$ cat src/design/dbg_consts.svh
`ifndef DBG_CONSTS_SVH
`define DBG_CONSTS_SVH

// Word and address widths.
`define DBG_WORD_W        32         // Instruction word.
`define DBG_ADDR_W        8          // Program memory address.
`define DBG_MEM_DEPTH     256        // Words in program memory.

// Serial bit timing, in clocks per bit.
`define DBG_CLKS_PER_BIT  16         // Short for simulation.

// Memory operation kinds, decode to execute.
`define DBG_OP_WRITE      2'd0
`define DBG_OP_READ       2'd1
`define DBG_OP_ERASE      2'd2
`define DBG_OP_BAD        2'd3

// Host command bytes.
`define DBG_CMD_LOAD      8'h01      // Four data bytes follow, MSB first.
`define DBG_CMD_READ      8'h02      // One address byte follows.
`define DBG_CMD_ERASE     8'h03      // Soft reset.

// Response bytes.
`define DBG_RESP_ERASED   8'hA5
`define DBG_RESP_HALT     8'h48
`define DBG_RESP_BAD      8'hEE

`define DBG_HALT_OPCODE   6'd0       // Opcode field of the HALT instruction.

`endif

$ cat src/design/dbg_pkg.sv
`default_nettype none
`include "dbg_consts.svh"

package dbg_pkg;

    ////////////////////
    // Serial side.
    ////////////////////

    typedef logic [7:0] byte_t;                        // One UART byte.

    ////////////////////
    // Memory side.
    ////////////////////

    typedef logic [`DBG_WORD_W-1:0] word_t;            // Instruction word.
    typedef logic [`DBG_ADDR_W-1:0] addr_t;            // Program memory address.

    // Kind of memory operation, one of the DBG_OP codes.
    typedef logic [1:0] op_t;

    // Bits 31:26 of an instruction.
    typedef logic [5:0] opcode_t;

endpackage

`default_nettype wire

$ cat src/design/uart_rx.sv
`timescale 1ns/1ps
`default_nettype none
`include "dbg_consts.svh"

module uart_rx (
    input  logic           i_clock,
    input  logic           i_arst_n,
    input  logic           i_rx,               // Serial line from host.
    output logic           o_rx_valid,         // One-cycle pulse per good byte.
    output dbg_pkg::byte_t o_rx_data
);
    import dbg_pkg::*;

    localparam int CNT_W = $clog2(`DBG_CLKS_PER_BIT);
    localparam logic [CNT_W-1:0] HALF_LAST = CNT_W'(`DBG_CLKS_PER_BIT / 2 - 1);
    localparam logic [CNT_W-1:0] BIT_LAST  = CNT_W'(`DBG_CLKS_PER_BIT - 1);

    typedef enum logic [1:0] {RX_IDLE, RX_START, RX_DATA, RX_STOP} rx_state_e;

    rx_state_e        state_q;
    logic             rx_meta_q;               // Synchronizer, first stage.
    logic             rx_sync_q;               // Synchronizer, second stage.
    logic [CNT_W-1:0] cnt_q;                   // Clocks within the bit.
    logic [2:0]       bit_q;                   // Data bit index.
    byte_t            shift_q;

    always_ff @(posedge i_clock or negedge i_arst_n) begin
        if (!i_arst_n) begin
            rx_meta_q  <= 1'b1;                // Line rests high.
            rx_sync_q  <= 1'b1;
            state_q    <= RX_IDLE;
            cnt_q      <= '0;
            bit_q      <= '0;
            o_rx_valid <= 1'b0;
        end else begin
            rx_meta_q  <= i_rx;
            rx_sync_q  <= rx_meta_q;
            o_rx_valid <= 1'b0;
            cnt_q      <= cnt_q + 1'b1;
            case (state_q)
                RX_IDLE: begin
                    cnt_q <= '0;
                    if (!rx_sync_q) state_q <= RX_START;   // Falling edge.
                end
                RX_START: if (cnt_q == HALF_LAST) begin
                    cnt_q   <= '0;
                    // Glitch check at half a bit.
                    state_q <= rx_sync_q ? RX_IDLE : RX_DATA;
                end
                RX_DATA: if (cnt_q == BIT_LAST) begin
                    cnt_q <= '0;
                    bit_q <= bit_q + 1'b1;     // Wraps to 0 after bit 7.
                    if (bit_q == 3'd7) state_q <= RX_STOP;
                end
                RX_STOP: if (cnt_q == BIT_LAST) begin
                    o_rx_valid <= rx_sync_q;   // Low stop bit is a framing error.
                    state_q    <= RX_IDLE;
                end
                default: state_q <= RX_IDLE;
            endcase
        end
    end

    // Mid-bit sampling, LSB first.
    always_ff @(posedge i_clock) begin
        if (state_q == RX_DATA && cnt_q == BIT_LAST) shift_q <= {rx_sync_q, shift_q[7:1]};
    end

    assign o_rx_data = shift_q;

endmodule

`default_nettype wire

$ cat config.mk
export PLATFORM = sky130hd
export DESIGN_NAME = uart_rx
export DESIGN_NICKNAME = d
export VERILOG_FILES = /design/src/design/dbg_pkg.sv /design/src/design/uart_rx.sv
export VERILOG_INCLUDE_DIRS = /design/src /design/src/design
export SDC_FILE = /design/constraint.sdc
export NUM_CORES = 1
export LEC_CHECK = 0
export BUFFER_PORTS_ARGS = -buffer_cell sky130_fd_sc_hd__buf_4
export CAP_MARGIN = 0
export CORE_UTILIZATION = 56
export CTS_CLUSTER_DIAMETER = 30
export DETAILED_ROUTE_END_ITERATION = 8
export PLACE_DENSITY = 0.79
export SETUP_SLACK_MARGIN = 0.15
export SLEW_MARGIN = 20
export SYNTH_ARGS = -nofsm -noshare
export SYNTH_HDL_FRONTEND = slang
export SYNTH_SLANG_ARGS = --single-unit
$ cat constraint.sdc
create_clock -name i_clock -period 2.5 [get_ports i_clock]
set_input_delay 0.375 -clock i_clock [delete_from_list [all_inputs] [get_ports i_clock]]
set_output_delay 0.375 -clock i_clock [all_outputs]
set_load 0.03 [all_outputs]
== Word-level counts from Yosys, hierarchy flattened ==
Index checks and enable logic that the tools add are counted.
Word-level totals
  ROM bits: 0
  bits of input ports: 3
  RAM bits: 0
  logic and storage cells: 36
  memories kept: 0
  bits in registers: 20
  bits in latches: 0
  output and inout port bits: 9
Operators by class
  add/subtract/negate cells: 2
  order comparisons: 0
  bitwise operators: 0
  equal/unequal tests: 11
  mux-type cells: 12
  $mul: 0
  reductions and logical operators: 4
  divide/modulo/power cells: 0
  shift-type cells: 0
Operators with widths (count)
  two-way mux 2 bit: 6
  one-hot mux 4 bit (3 select lines): 1
  != test 2 bit, second input constant: 5
  two-way mux 4 bit: 2
  one-hot mux 2 bit (4 select lines): 1
  AND reduction 5 bit: 1
  adder 4 x 1 -> 4 bit, second input constant: 1
  equality test 2 bit, second input constant: 2
  equality test 4 x 3 -> 1 bit, second input constant: 1
  equality test 4 bit, second input constant: 1
  adder 3 x 1 -> 3 bit, second input constant: 1
  equality test 3 bit, second input constant: 1
  equality test 2 x 1 -> 1 bit, second input constant: 1
  zero test 2 bit: 1
  two-way mux 1 bit: 2
  AND reduction 2 bit: 1
  logical AND 1 bit: 1

== Depth between registers and ports, before layout ==
Gate-level depths: netlist (run 1).
  word-level depth: 4
  depth in mapped cells: 5
  depth with buffers taken out: 5

== Worst setup path after synthesis (run 1) ==
OpenSTA, ideal clock, no wires.
  path kind: register to register
  start point: register cnt_q[0]
  end point: register bit_q[1]
  clock period less this slack: 1557 ps
  cell stages (with the launch flop): 5
  setup slack: 943 ps
  arrival time: 1432 ps
  buffers on the path: 0
  library setup time: 125 ps
  required time: 2375 ps
  cell sequence: dfrtp_1 ha_1 nand2_2 nor3_4 mux2_2
On the way
  word-level cells in the longest chain between the ends: 2
RTL lines
  from (decl): RTL line uart_rx.sv:23  | logic [CNT_W-1:0] cnt_q;
  from (signal assigned): RTL line uart_rx.sv:39  | cnt_q <= cnt_q + 1'b1;
  equality test 4 bit: RTL line uart_rx.sv:50  | RX_DATA: if (cnt_q == BIT_LAST) begin
  AND reduction 2 bit (no line)
  to (signal assigned): RTL line uart_rx.sv:52  | bit_q <= bit_q + 1'b1;
  to (decl): RTL line uart_rx.sv:24  | logic [2:0] bit_q;
No other way between the ends.
A chain may end at the register's enable or synchronous reset.

== Worst setup path in the final report (run 1) ==
Same ends and word-level chain as after synthesis.

==> impl_metrics.prom, run 1 <==
# TYPE chip_impl_metric gauge
chip_impl_metric{name="nets",unit=""} 75
chip_impl_metric{name="antenna_violations_before_repair",unit=""} 0
chip_impl_info{name="rsz0062_at_grt",value="no"} 1
chip_impl_metric{name="crit_arrival",unit="ns"} 1.92
chip_impl_metric{name="finalWirelength",unit="µm"} 1130
chip_impl_metric{name="cts_num_sinks",unit=""} 20
chip_impl_metric{name="routed-via-count",unit=""} 440
chip_impl_metric{name="timing.final.setup_violations",unit=""} 0
chip_impl_metric{name="fill_cells",unit=""} 101
chip_impl_metric{name="clockBufferDepth",unit=""} 2
chip_impl_metric{name="gpl.final_weighted_congestion",unit=""} 0.729
chip_impl_info{name="cp-end-kind",value="register"} 1
chip_impl_metric{name="core",unit="µm²"} 1300
chip_impl_metric{name="post_drt_via_cell_ratio",unit=""} 5.30
chip_impl_metric{name="tritoncts.num_buffers",unit=""} 3
chip_impl_metric{name="worst_reg_to_reg_setup_slack",unit="ns"} 0.75
chip_impl_metric{name="fraction_of_final_layout_cells_with_drive_strength_greater_than_1",unit=""} 0.309
chip_impl_metric{name="area_delta_synth_final",unit="%"} 17.1
chip_impl_metric{name="max_slew_margin",unit=""} 0.644
chip_impl_metric{name="h-tree-depth",unit=""} 1
chip_impl_metric{name="final-instance-count-excl-fill",unit=""} 83
chip_impl_metric{name="design_area",unit="µm²"} 908
chip_impl_metric{name="finalHoldViolCount",unit=""} 0
chip_impl_metric{name="first_global_vias",unit=""} 424
chip_impl_metric{name="max-vdd-ir-drop",unit="V"} 0.000557
chip_impl_metric{name="post_route_minimum_period",unit="ns"} 1.75
chip_impl_metric{name="crit_fanout",unit=""} 11
chip_impl_info{name="hold_class",value="in2reg"} 1
chip_impl_metric{name="io-pin-count",unit=""} 12
chip_impl_metric{name="insertion_delay",unit="ns"} 0.28
chip_impl_info{name="synth_largest_area_cell",value="sky130_fd_sc_hd__dfrtp_1"} 1
chip_impl_metric{name="pin_count_of_the_biggest_net_entering_global_routing",unit=""} 13
chip_impl_metric{name="drt_first_pass_iters",unit=""} 2
chip_impl_metric{name="req_time_crit_path",unit="ns"} 2.67
chip_impl_info{name="run_status",value="finished clean"} 1
chip_impl_metric{name="clock-skew-final",unit="ns"} 0.00608
chip_impl_metric{name="max_cap_violations",unit=""} 0
chip_impl_metric{name="globalRouteOverflowTotal",unit=""} 0
chip_impl_metric{name="tightest_slew",unit="ns"} 0.532
chip_impl_metric{name="yosysTopAreaCellShare",unit=""} 0.323
chip_impl_metric{name="rows",unit=""} 13
chip_impl_metric{name="wire_per_inst",unit="µm"} 13.6
chip_impl_metric{name="power-per-cell-area",unit="nW/µm²"} 879
chip_impl_metric{name="timing.fmax",unit="MHz"} 572
chip_impl_metric{name="die_h",unit="µm"} 39.2
chip_impl_metric{name="static-leakage-power",unit="nW"} 0.398
chip_impl_info{name="synthTopCellsByArea",value="sky130_fd_sc_hd__dfrtp_1 (32%), sky130_fd_sc_hd__edfxtp_1 (31%), sky130_fd_sc_hd__dfstp_2 (6.8%), sky130_fd_sc_hd__ha_1 (4.8%), sky130_fd_sc_hd__mux2_2 (4.4%)"} 1
chip_impl_metric{name="synth-seq-cells",unit=""} 20
chip_impl_metric{name="fp.dieW",unit="µm"} 39.2
chip_impl_metric{name="synth_cell_type_count",unit=""} 22
chip_impl_metric{name="insertedDiodeCount",unit=""} 0
chip_impl_metric{name="postRouteAntennaNets",unit=""} 0
chip_impl_metric{name="floorplan.die_area",unit="µm²"} 1540
chip_impl_metric{name="clkSlewWorstSetupHoldPaths",unit="ns"} 0.10
chip_impl_metric{name="port_buffers",unit=""} 11
chip_impl_metric{name="detail_route.drc_violations",unit=""} 0
chip_impl_metric{name="drt-initial-drc-count",unit=""} 7
chip_impl_metric{name="global_route.usage.total",unit=""} 0.176
chip_impl_info{name="cts_root_buf",value="sky130_fd_sc_hd__clkbuf_4"} 1
chip_impl_metric{name="postSynthAreaPerCell",unit="µm²"} 14.6
chip_impl_metric{name="ys.warnings.count",unit=""} 0
chip_impl_metric{name="wire_length_of_the_first_global_routing_pass",unit="µm"} 1750
chip_impl_metric{name="final-max-slew-violation-count",unit=""} 0
chip_impl_info{name="cts_tree",value="done"} 1
chip_impl_metric{name="syn_inst",unit=""} 53
chip_impl_metric{name="synth.cell_area",unit="µm²"} 776
chip_impl_info{name="cp-start-kind",value="register"} 1
chip_impl_metric{name="post_dp_cell_area",unit="µm²"} 872
chip_impl_metric{name="ys_seq_area_frac",unit=""} 0.700
chip_impl_metric{name="postCtsSetupRepairBufs",unit=""} 0
chip_impl_metric{name="finalCritPeriodShare",unit=""} 0.699
chip_impl_info{name="setup.worst_path.class",value="reg2reg"} 1
chip_impl_metric{name="post_cts_sizing_count",unit=""} 0
chip_impl_metric{name="initial_core_util",unit=""} 0.596
chip_impl_metric{name="synth_nets",unit=""} 59
chip_impl_metric{name="totalNegativeSetupSlack",unit="ns"} 0
chip_impl_metric{name="hpwl",unit="µm"} 859
chip_impl_metric{name="place.detailed.instances",unit=""} 78
## flip-flops by register name, summed over array words and instances, names as in the netlist, named ones only
register	count
rx_meta_q	1
rx_sync_q	1
o_rx_valid	1
state_q	1
bit_q	3
o_rx_data	8
cnt_q	4
## per-stage QoR
step | total power [mW] | setup slack [ns] | hold WS, ns | util
final | 0.798 | 0.752 | 0.193 | 0.698
after CTS | 0.803 | 0.752 | 0.188 | 0.698
after floorplan | 0.614 | 0.943 | 0.0794 | -
after global placement | 0.646 | 0.841 | 0.219 | 0.670
after detailed placement | 0.656 | 0.765 | 0.222 | 0.670
after global routing | 0.857 | 0.656 | 0.167 | 0.698
## worst max-delay path: stages (launching register included)
cell	delay (ns)
sky130_fd_sc_hd__dfrtp_1	0.39
sky130_fd_sc_hd__ha_1	0.26
sky130_fd_sc_hd__nand2_2	0.11
sky130_fd_sc_hd__nor3_4	0.48
sky130_fd_sc_hd__mux2_2	0.40
## power breakdown
| part | internal (mW) | switching [mW] | leakage (nW) |
|---|---|---|---|
| registers | 0.400 | 0.0722 | 0.219 |
| clock network | 0.0618 | 0.0882 | 0.0150 |
| logic | 0.0862 | 0.0900 | 0.163 |
## kinds of logic (layout without fill, tap and decap cells)
group           Yosys count  after routing  synth area share
flops                    20             20             0.700
buf+inv                   3             18            0.0161
mux                       3              3            0.0435
fa+ha+maj                 3              3            0.0484
compound gates            4              4            0.0387
simple gates             17             17             0.119
xor+xnor                  3              3            0.0339
## synthesized netlist by cell type (all sizes together)
cell type and n:
and2 1, buf 1, dfrtp 10, dfstp 2, edfxtp 8, ha 3, inv 2, mux2 3
nand2 2, nand3 3, nand4 1, nor2 7, nor2b 1, nor3 1, o211ai 1, o21ai 1
o22a 1, o32ai 1, or3 1, xnor2 2, xor2 1
## cells in the final DEF (no fill, tap or decap), types with 2 or more instances in the layout
| master | n |
|---|---|
| sky130_fd_sc_hd__buf_4 | 11 |
| sky130_fd_sc_hd__clkbuf_4 | 3 |
| sky130_fd_sc_hd__dfrtp_1 | 10 |
| sky130_fd_sc_hd__dfstp_2 | 2 |
| sky130_fd_sc_hd__edfxtp_1 | 8 |
| sky130_fd_sc_hd__ha_1 | 3 |
| sky130_fd_sc_hd__inv_1 | 2 |
| sky130_fd_sc_hd__mux2_2 | 3 |
| sky130_fd_sc_hd__nand3_1 | 3 |
| sky130_fd_sc_hd__nor2_1 | 7 |
| sky130_fd_sc_hd__xnor2_1 | 2 |
## final cells by class
class	instances	area, µm²	area share
Tap cell	15	18.8	0.0207
Timing Repair Buffer	12	92.6	0.102
Multi-Input combinational cell	30	220	0.242
Sequential cell	20	543	0.598
Inverter	2	7.51	0.00826
Clock buffer	4	26.3	0.0289
## routing by layer
| layer | GRT usage | wire, µm | up-vias |
|---|---|---|---|
| met2 | 0.317 | 603 | 7 |
| met4 | 0.0517 | 4 | 0 |
| met3 | 0.0347 | 37 | 2 |
| met1 | 0.208 | 482 | 216 |
| met5 | 0 | 0 | - |
| li1 | - | - | 215 |
## final timing paths
check | start | endpoint | depth (start not counted)
max in group asynchronous | i_arst_n | rx_meta_q | 2
worst max register to register | cnt_q[0] | bit_q[1] | 4
min in group asynchronous | i_arst_n | o_rx_valid | 2
worst min register to register | rx_meta_q | rx_sync_q | 0
worst min-delay path | i_rx | rx_meta_q | 1
worst max-delay path | cnt_q[0] | bit_q[1] | 4
## what timing repair did
action | CTS | global route
hold buffers | 1 | 0
endpoints found under the hold margin | 10 | 0
setup endpoints to repair | 0 | 0
(Power assumes the default switching activity.)
==> inputs of run 2 (changes only) <==
--- a/config.mk
+++ b/config.mk
@@ -8,10 +8,10 @@
 export LEC_CHECK = 0
 export BUFFER_PORTS_ARGS = -buffer_cell sky130_fd_sc_hd__buf_4
 export CAP_MARGIN = 0
-export CORE_UTILIZATION = 56
+export CORE_UTILIZATION = 47
 export CTS_CLUSTER_DIAMETER = 30
 export DETAILED_ROUTE_END_ITERATION = 8
-export PLACE_DENSITY = 0.79
+export PLACE_DENSITY = 0.71
 export SETUP_SLACK_MARGIN = 0.15
 export SLEW_MARGIN = 20
 export SYNTH_ARGS = -nofsm -noshare
==> constraint.sdc (replaced) <==
create_clock -name i_clock -period 1.41 [get_ports i_clock]
set_input_delay 0.2115 -clock i_clock [delete_from_list [all_inputs] [get_ports i_clock]]
set_output_delay 0.2115 -clock i_clock [all_outputs]
set_load 0.03 [all_outputs]
==> impl_metrics.prom, run 2 (same netlist as run 1, synthesis figures left out) <==
# TYPE chip_impl_metric gauge
chip_impl_metric{name="post_drt_via_cell_ratio",unit=""} 5.31
chip_impl_metric{name="clkSlewWorstSetupHoldPaths",unit="ns"} 0.11
chip_impl_metric{name="routed-via-count",unit=""} 494
chip_impl_info{name="cts_tree",value="done"} 1
chip_impl_metric{name="post_dp_cell_area",unit="µm²"} 928
chip_impl_metric{name="tightest_slew",unit="ns"} 0.312
chip_impl_info{name="rsz0062_at_grt",value="yes"} 1
chip_impl_metric{name="totalNegativeSetupSlack",unit="ns"} 0
chip_impl_metric{name="area_delta_synth_final",unit="%"} 35.5
chip_impl_metric{name="wire_per_inst",unit="µm"} 13.6
chip_impl_info{name="r2r_start",value="cnt_q[1]"} 1
chip_impl_metric{name="detail_route.drc_violations",unit=""} 0
chip_impl_metric{name="floorplan.die_area",unit="µm²"} 1820
chip_impl_metric{name="nets",unit=""} 84
chip_impl_metric{name="worst_reg_to_reg_setup_slack",unit="ns"} 0.07
chip_impl_metric{name="pin_count_of_the_biggest_net_entering_global_routing",unit=""} 13
chip_impl_info{name="critical_path.cell_chain",value="ha_4 > nand2_4 > nor3_4 > buf_6"} 1
chip_impl_metric{name="port_buffers",unit=""} 11
chip_impl_info{name="r2r-end",value="o_rx_data[2]"} 1
chip_impl_metric{name="dp_worst_setup_slack",unit="ns"} 0.0327
chip_impl_info{name="commonest_non_fill_non_tap_cell_in_the_layout",value="sky130_fd_sc_hd__buf_4"} 1
chip_impl_metric{name="drt_first_pass_iters",unit=""} 4
chip_impl_metric{name="req_time_crit_path",unit="ns"} 1.44
chip_impl_info{name="run_status",value="finished clean"} 1
chip_impl_metric{name="design_area",unit="µm²"} 1050
chip_impl_metric{name="wire_length_of_the_first_global_routing_pass",unit="µm"} 1950
chip_impl_metric{name="largest_register_ffs",unit=""} 8
chip_impl_metric{name="timing.final.setup_violations",unit=""} 0
chip_impl_metric{name="postRouteAntennaNets",unit=""} 0
chip_impl_metric{name="fp.dieW",unit="µm"} 42.6
chip_impl_metric{name="final-instance-count-excl-fill",unit=""} 93
chip_impl_metric{name="global_route.usage.total",unit=""} 0.152
chip_impl_metric{name="max_cap_violations",unit=""} 0
chip_impl_metric{name="io-pin-count",unit=""} 12
chip_impl_metric{name="fraction_of_final_layout_cells_with_drive_strength_greater_than_1",unit=""} 0.429
chip_impl_info{name="cts_root_buf",value="sky130_fd_sc_hd__clkbuf_4"} 1
chip_impl_metric{name="finalCritPeriodShare",unit=""} 0.951
chip_impl_metric{name="insertion_delay",unit="ns"} 0.30
chip_impl_metric{name="first_global_vias",unit=""} 441
chip_impl_metric{name="fill_cells",unit=""} 105
chip_impl_info{name="hold_class",value="in2async"} 1
chip_impl_metric{name="crit_fanout",unit=""} 5
chip_impl_metric{name="place.detailed.instances",unit=""} 83
chip_impl_metric{name="crit_arrival",unit="ns"} 1.37
chip_impl_metric{name="final-seq-area",unit="µm²"} 544
chip_impl_metric{name="die_h",unit="µm"} 42.6
chip_impl_metric{name="core",unit="µm²"} 1520
chip_impl_metric{name="timing.hold.ws",unit="ns"} 0.265
chip_impl_info{name="layout_common_cells",value="sky130_fd_sc_hd__buf_4 (17), sky130_fd_sc_hd__dfrtp_1 (9), sky130_fd_sc_hd__edfxtp_1 (8)"} 1
chip_impl_metric{name="gpl.final_weighted_congestion",unit=""} 0.755
chip_impl_metric{name="max-vdd-ir-drop",unit="V"} 0.000895
chip_impl_metric{name="fin_ws",unit="ns"} 0.0688
chip_impl_metric{name="finalHoldViolCount",unit=""} 0
chip_impl_metric{name="slowest_delay",unit="ns"} 0.41
chip_impl_metric{name="antenna_violations_before_repair",unit=""} 0
chip_impl_metric{name="initial_core_util",unit=""} 0.509
chip_impl_info{name="critical-path-slowest-cell",value="sky130_fd_sc_hd__dfrtp_1"} 1
chip_impl_metric{name="reg2reg_depth",unit=""} 4
chip_impl_metric{name="p_total",unit="mW"} 1.80
chip_impl_metric{name="max_slew_margin",unit=""} 0.791
chip_impl_metric{name="clockBufferDepth",unit=""} 2
chip_impl_info{name="cp-end-kind",value="register"} 1
chip_impl_info{name="cp-start-kind",value="register"} 1
chip_impl_metric{name="globalRouteOverflowTotal",unit=""} 0
chip_impl_metric{name="critPathBufInv",unit=""} 1
chip_impl_metric{name="drt-initial-drc-count",unit=""} 11
chip_impl_metric{name="timing.fmax",unit="MHz"} 746
chip_impl_metric{name="tritoncts.num_buffers",unit=""} 3
chip_impl_metric{name="clock-skew-final",unit="ns"} 0.00398
chip_impl_metric{name="final_util",unit=""} 0.690
chip_impl_metric{name="cts_num_sinks",unit=""} 20
chip_impl_info{name="setup.worst_path.class",value="reg2reg"} 1
chip_impl_metric{name="power-per-cell-area",unit="nW/µm²"} 1720
chip_impl_metric{name="finalWirelength",unit="µm"} 1270
chip_impl_metric{name="rows",unit=""} 14
chip_impl_metric{name="insertedDiodeCount",unit=""} 0
chip_impl_metric{name="h-tree-depth",unit=""} 1
chip_impl_metric{name="final-max-slew-violation-count",unit=""} 0
chip_impl_metric{name="area_of_the_multi_input_gates",unit="µm²"} 256
chip_impl_info{name="cpLargestDelayFamily",value="flip-flops"} 1
chip_impl_metric{name="static-leakage-power",unit="nW"} 0.473
chip_impl_metric{name="post_route_minimum_period",unit="ns"} 1.34
run 2: cell types whose count changed in the layout (fill, tap and decap cells not counted), moves of 2 or more:
cell	before	now
sky130_fd_sc_hd__buf_6	0	2
sky130_fd_sc_hd__mux2_4	0	3
sky130_fd_sc_hd__buf_4	11	17
sky130_fd_sc_hd__mux2_2	3	0
run 2: final cells by class:
cell class / instances / area share
flip-flops and latches: 20 / 0.518
well taps: 16 / 0.0190
clock inverters: 1 / 0.0286
repair buffers: 21 / 0.162
multi-input cells: 30 / 0.244
clock buffers: 3 / 0.0214
inverters: 2 / 0.00714
run 2: layer usage:
metal | track usage | vias to the layer above | routed length (µm)
met5 | 0 | - | 0
met4 | 0.0375 | 0 | 8
met3 | 0.0776 | 2 | 80
met2 | 0.230 | 21 | 634
met1 | 0.193 | 238 | 545
li1 | - | 233 | -
run 2: how the worst max path moves through the flow:
stage | from | endpoint | slack, ns | cells after the start
final | cnt_q[1] | o_rx_data[2] | 0.07 | 4
after global routing | cnt_q[1] | state_q[0] | 0.006 | 5
after CTS | cnt_q[0] | o_rx_data[3] | 0.005 | 4
after detailed placement | cnt_q[0] | o_rx_data[2] | 0.03 | 4
after global placement | cnt_q[0] | o_rx_data[2] | 0.08 | 4
after floorplan | cnt_q[0] | bit_q[1] | -0.02 | 4
run 2: worst register-to-register path, delay by kind of cell, from the launching register on:
kind	cells	cell delay, ns
buf+inv	1	0.18
flops	1	0.41
simple gates	2	0.32
fa+ha+maj	1	0.17
run 2: power by group:
part / total [mW] / leakage (nW) / internal [mW] / switching (mW)
registers: 0.852 / 0.219 / 0.712 / 0.140
clock network: 0.457 / 0.0279 / 0.287 / 0.170
logic: 0.494 / 0.227 / 0.282 / 0.212
total: 1.80 / 0.473 / 1.28 / 0.522
run 2: repair_timing:
action | in CTS | in global routing
hold buffers | 2 | 0
pin swaps | 2 | 3
setup endpoints to repair | 15 | 16
setup buffers | 3 | 1
resized for setup | 3 | 2
hold endpoints to repair | 13 | 0
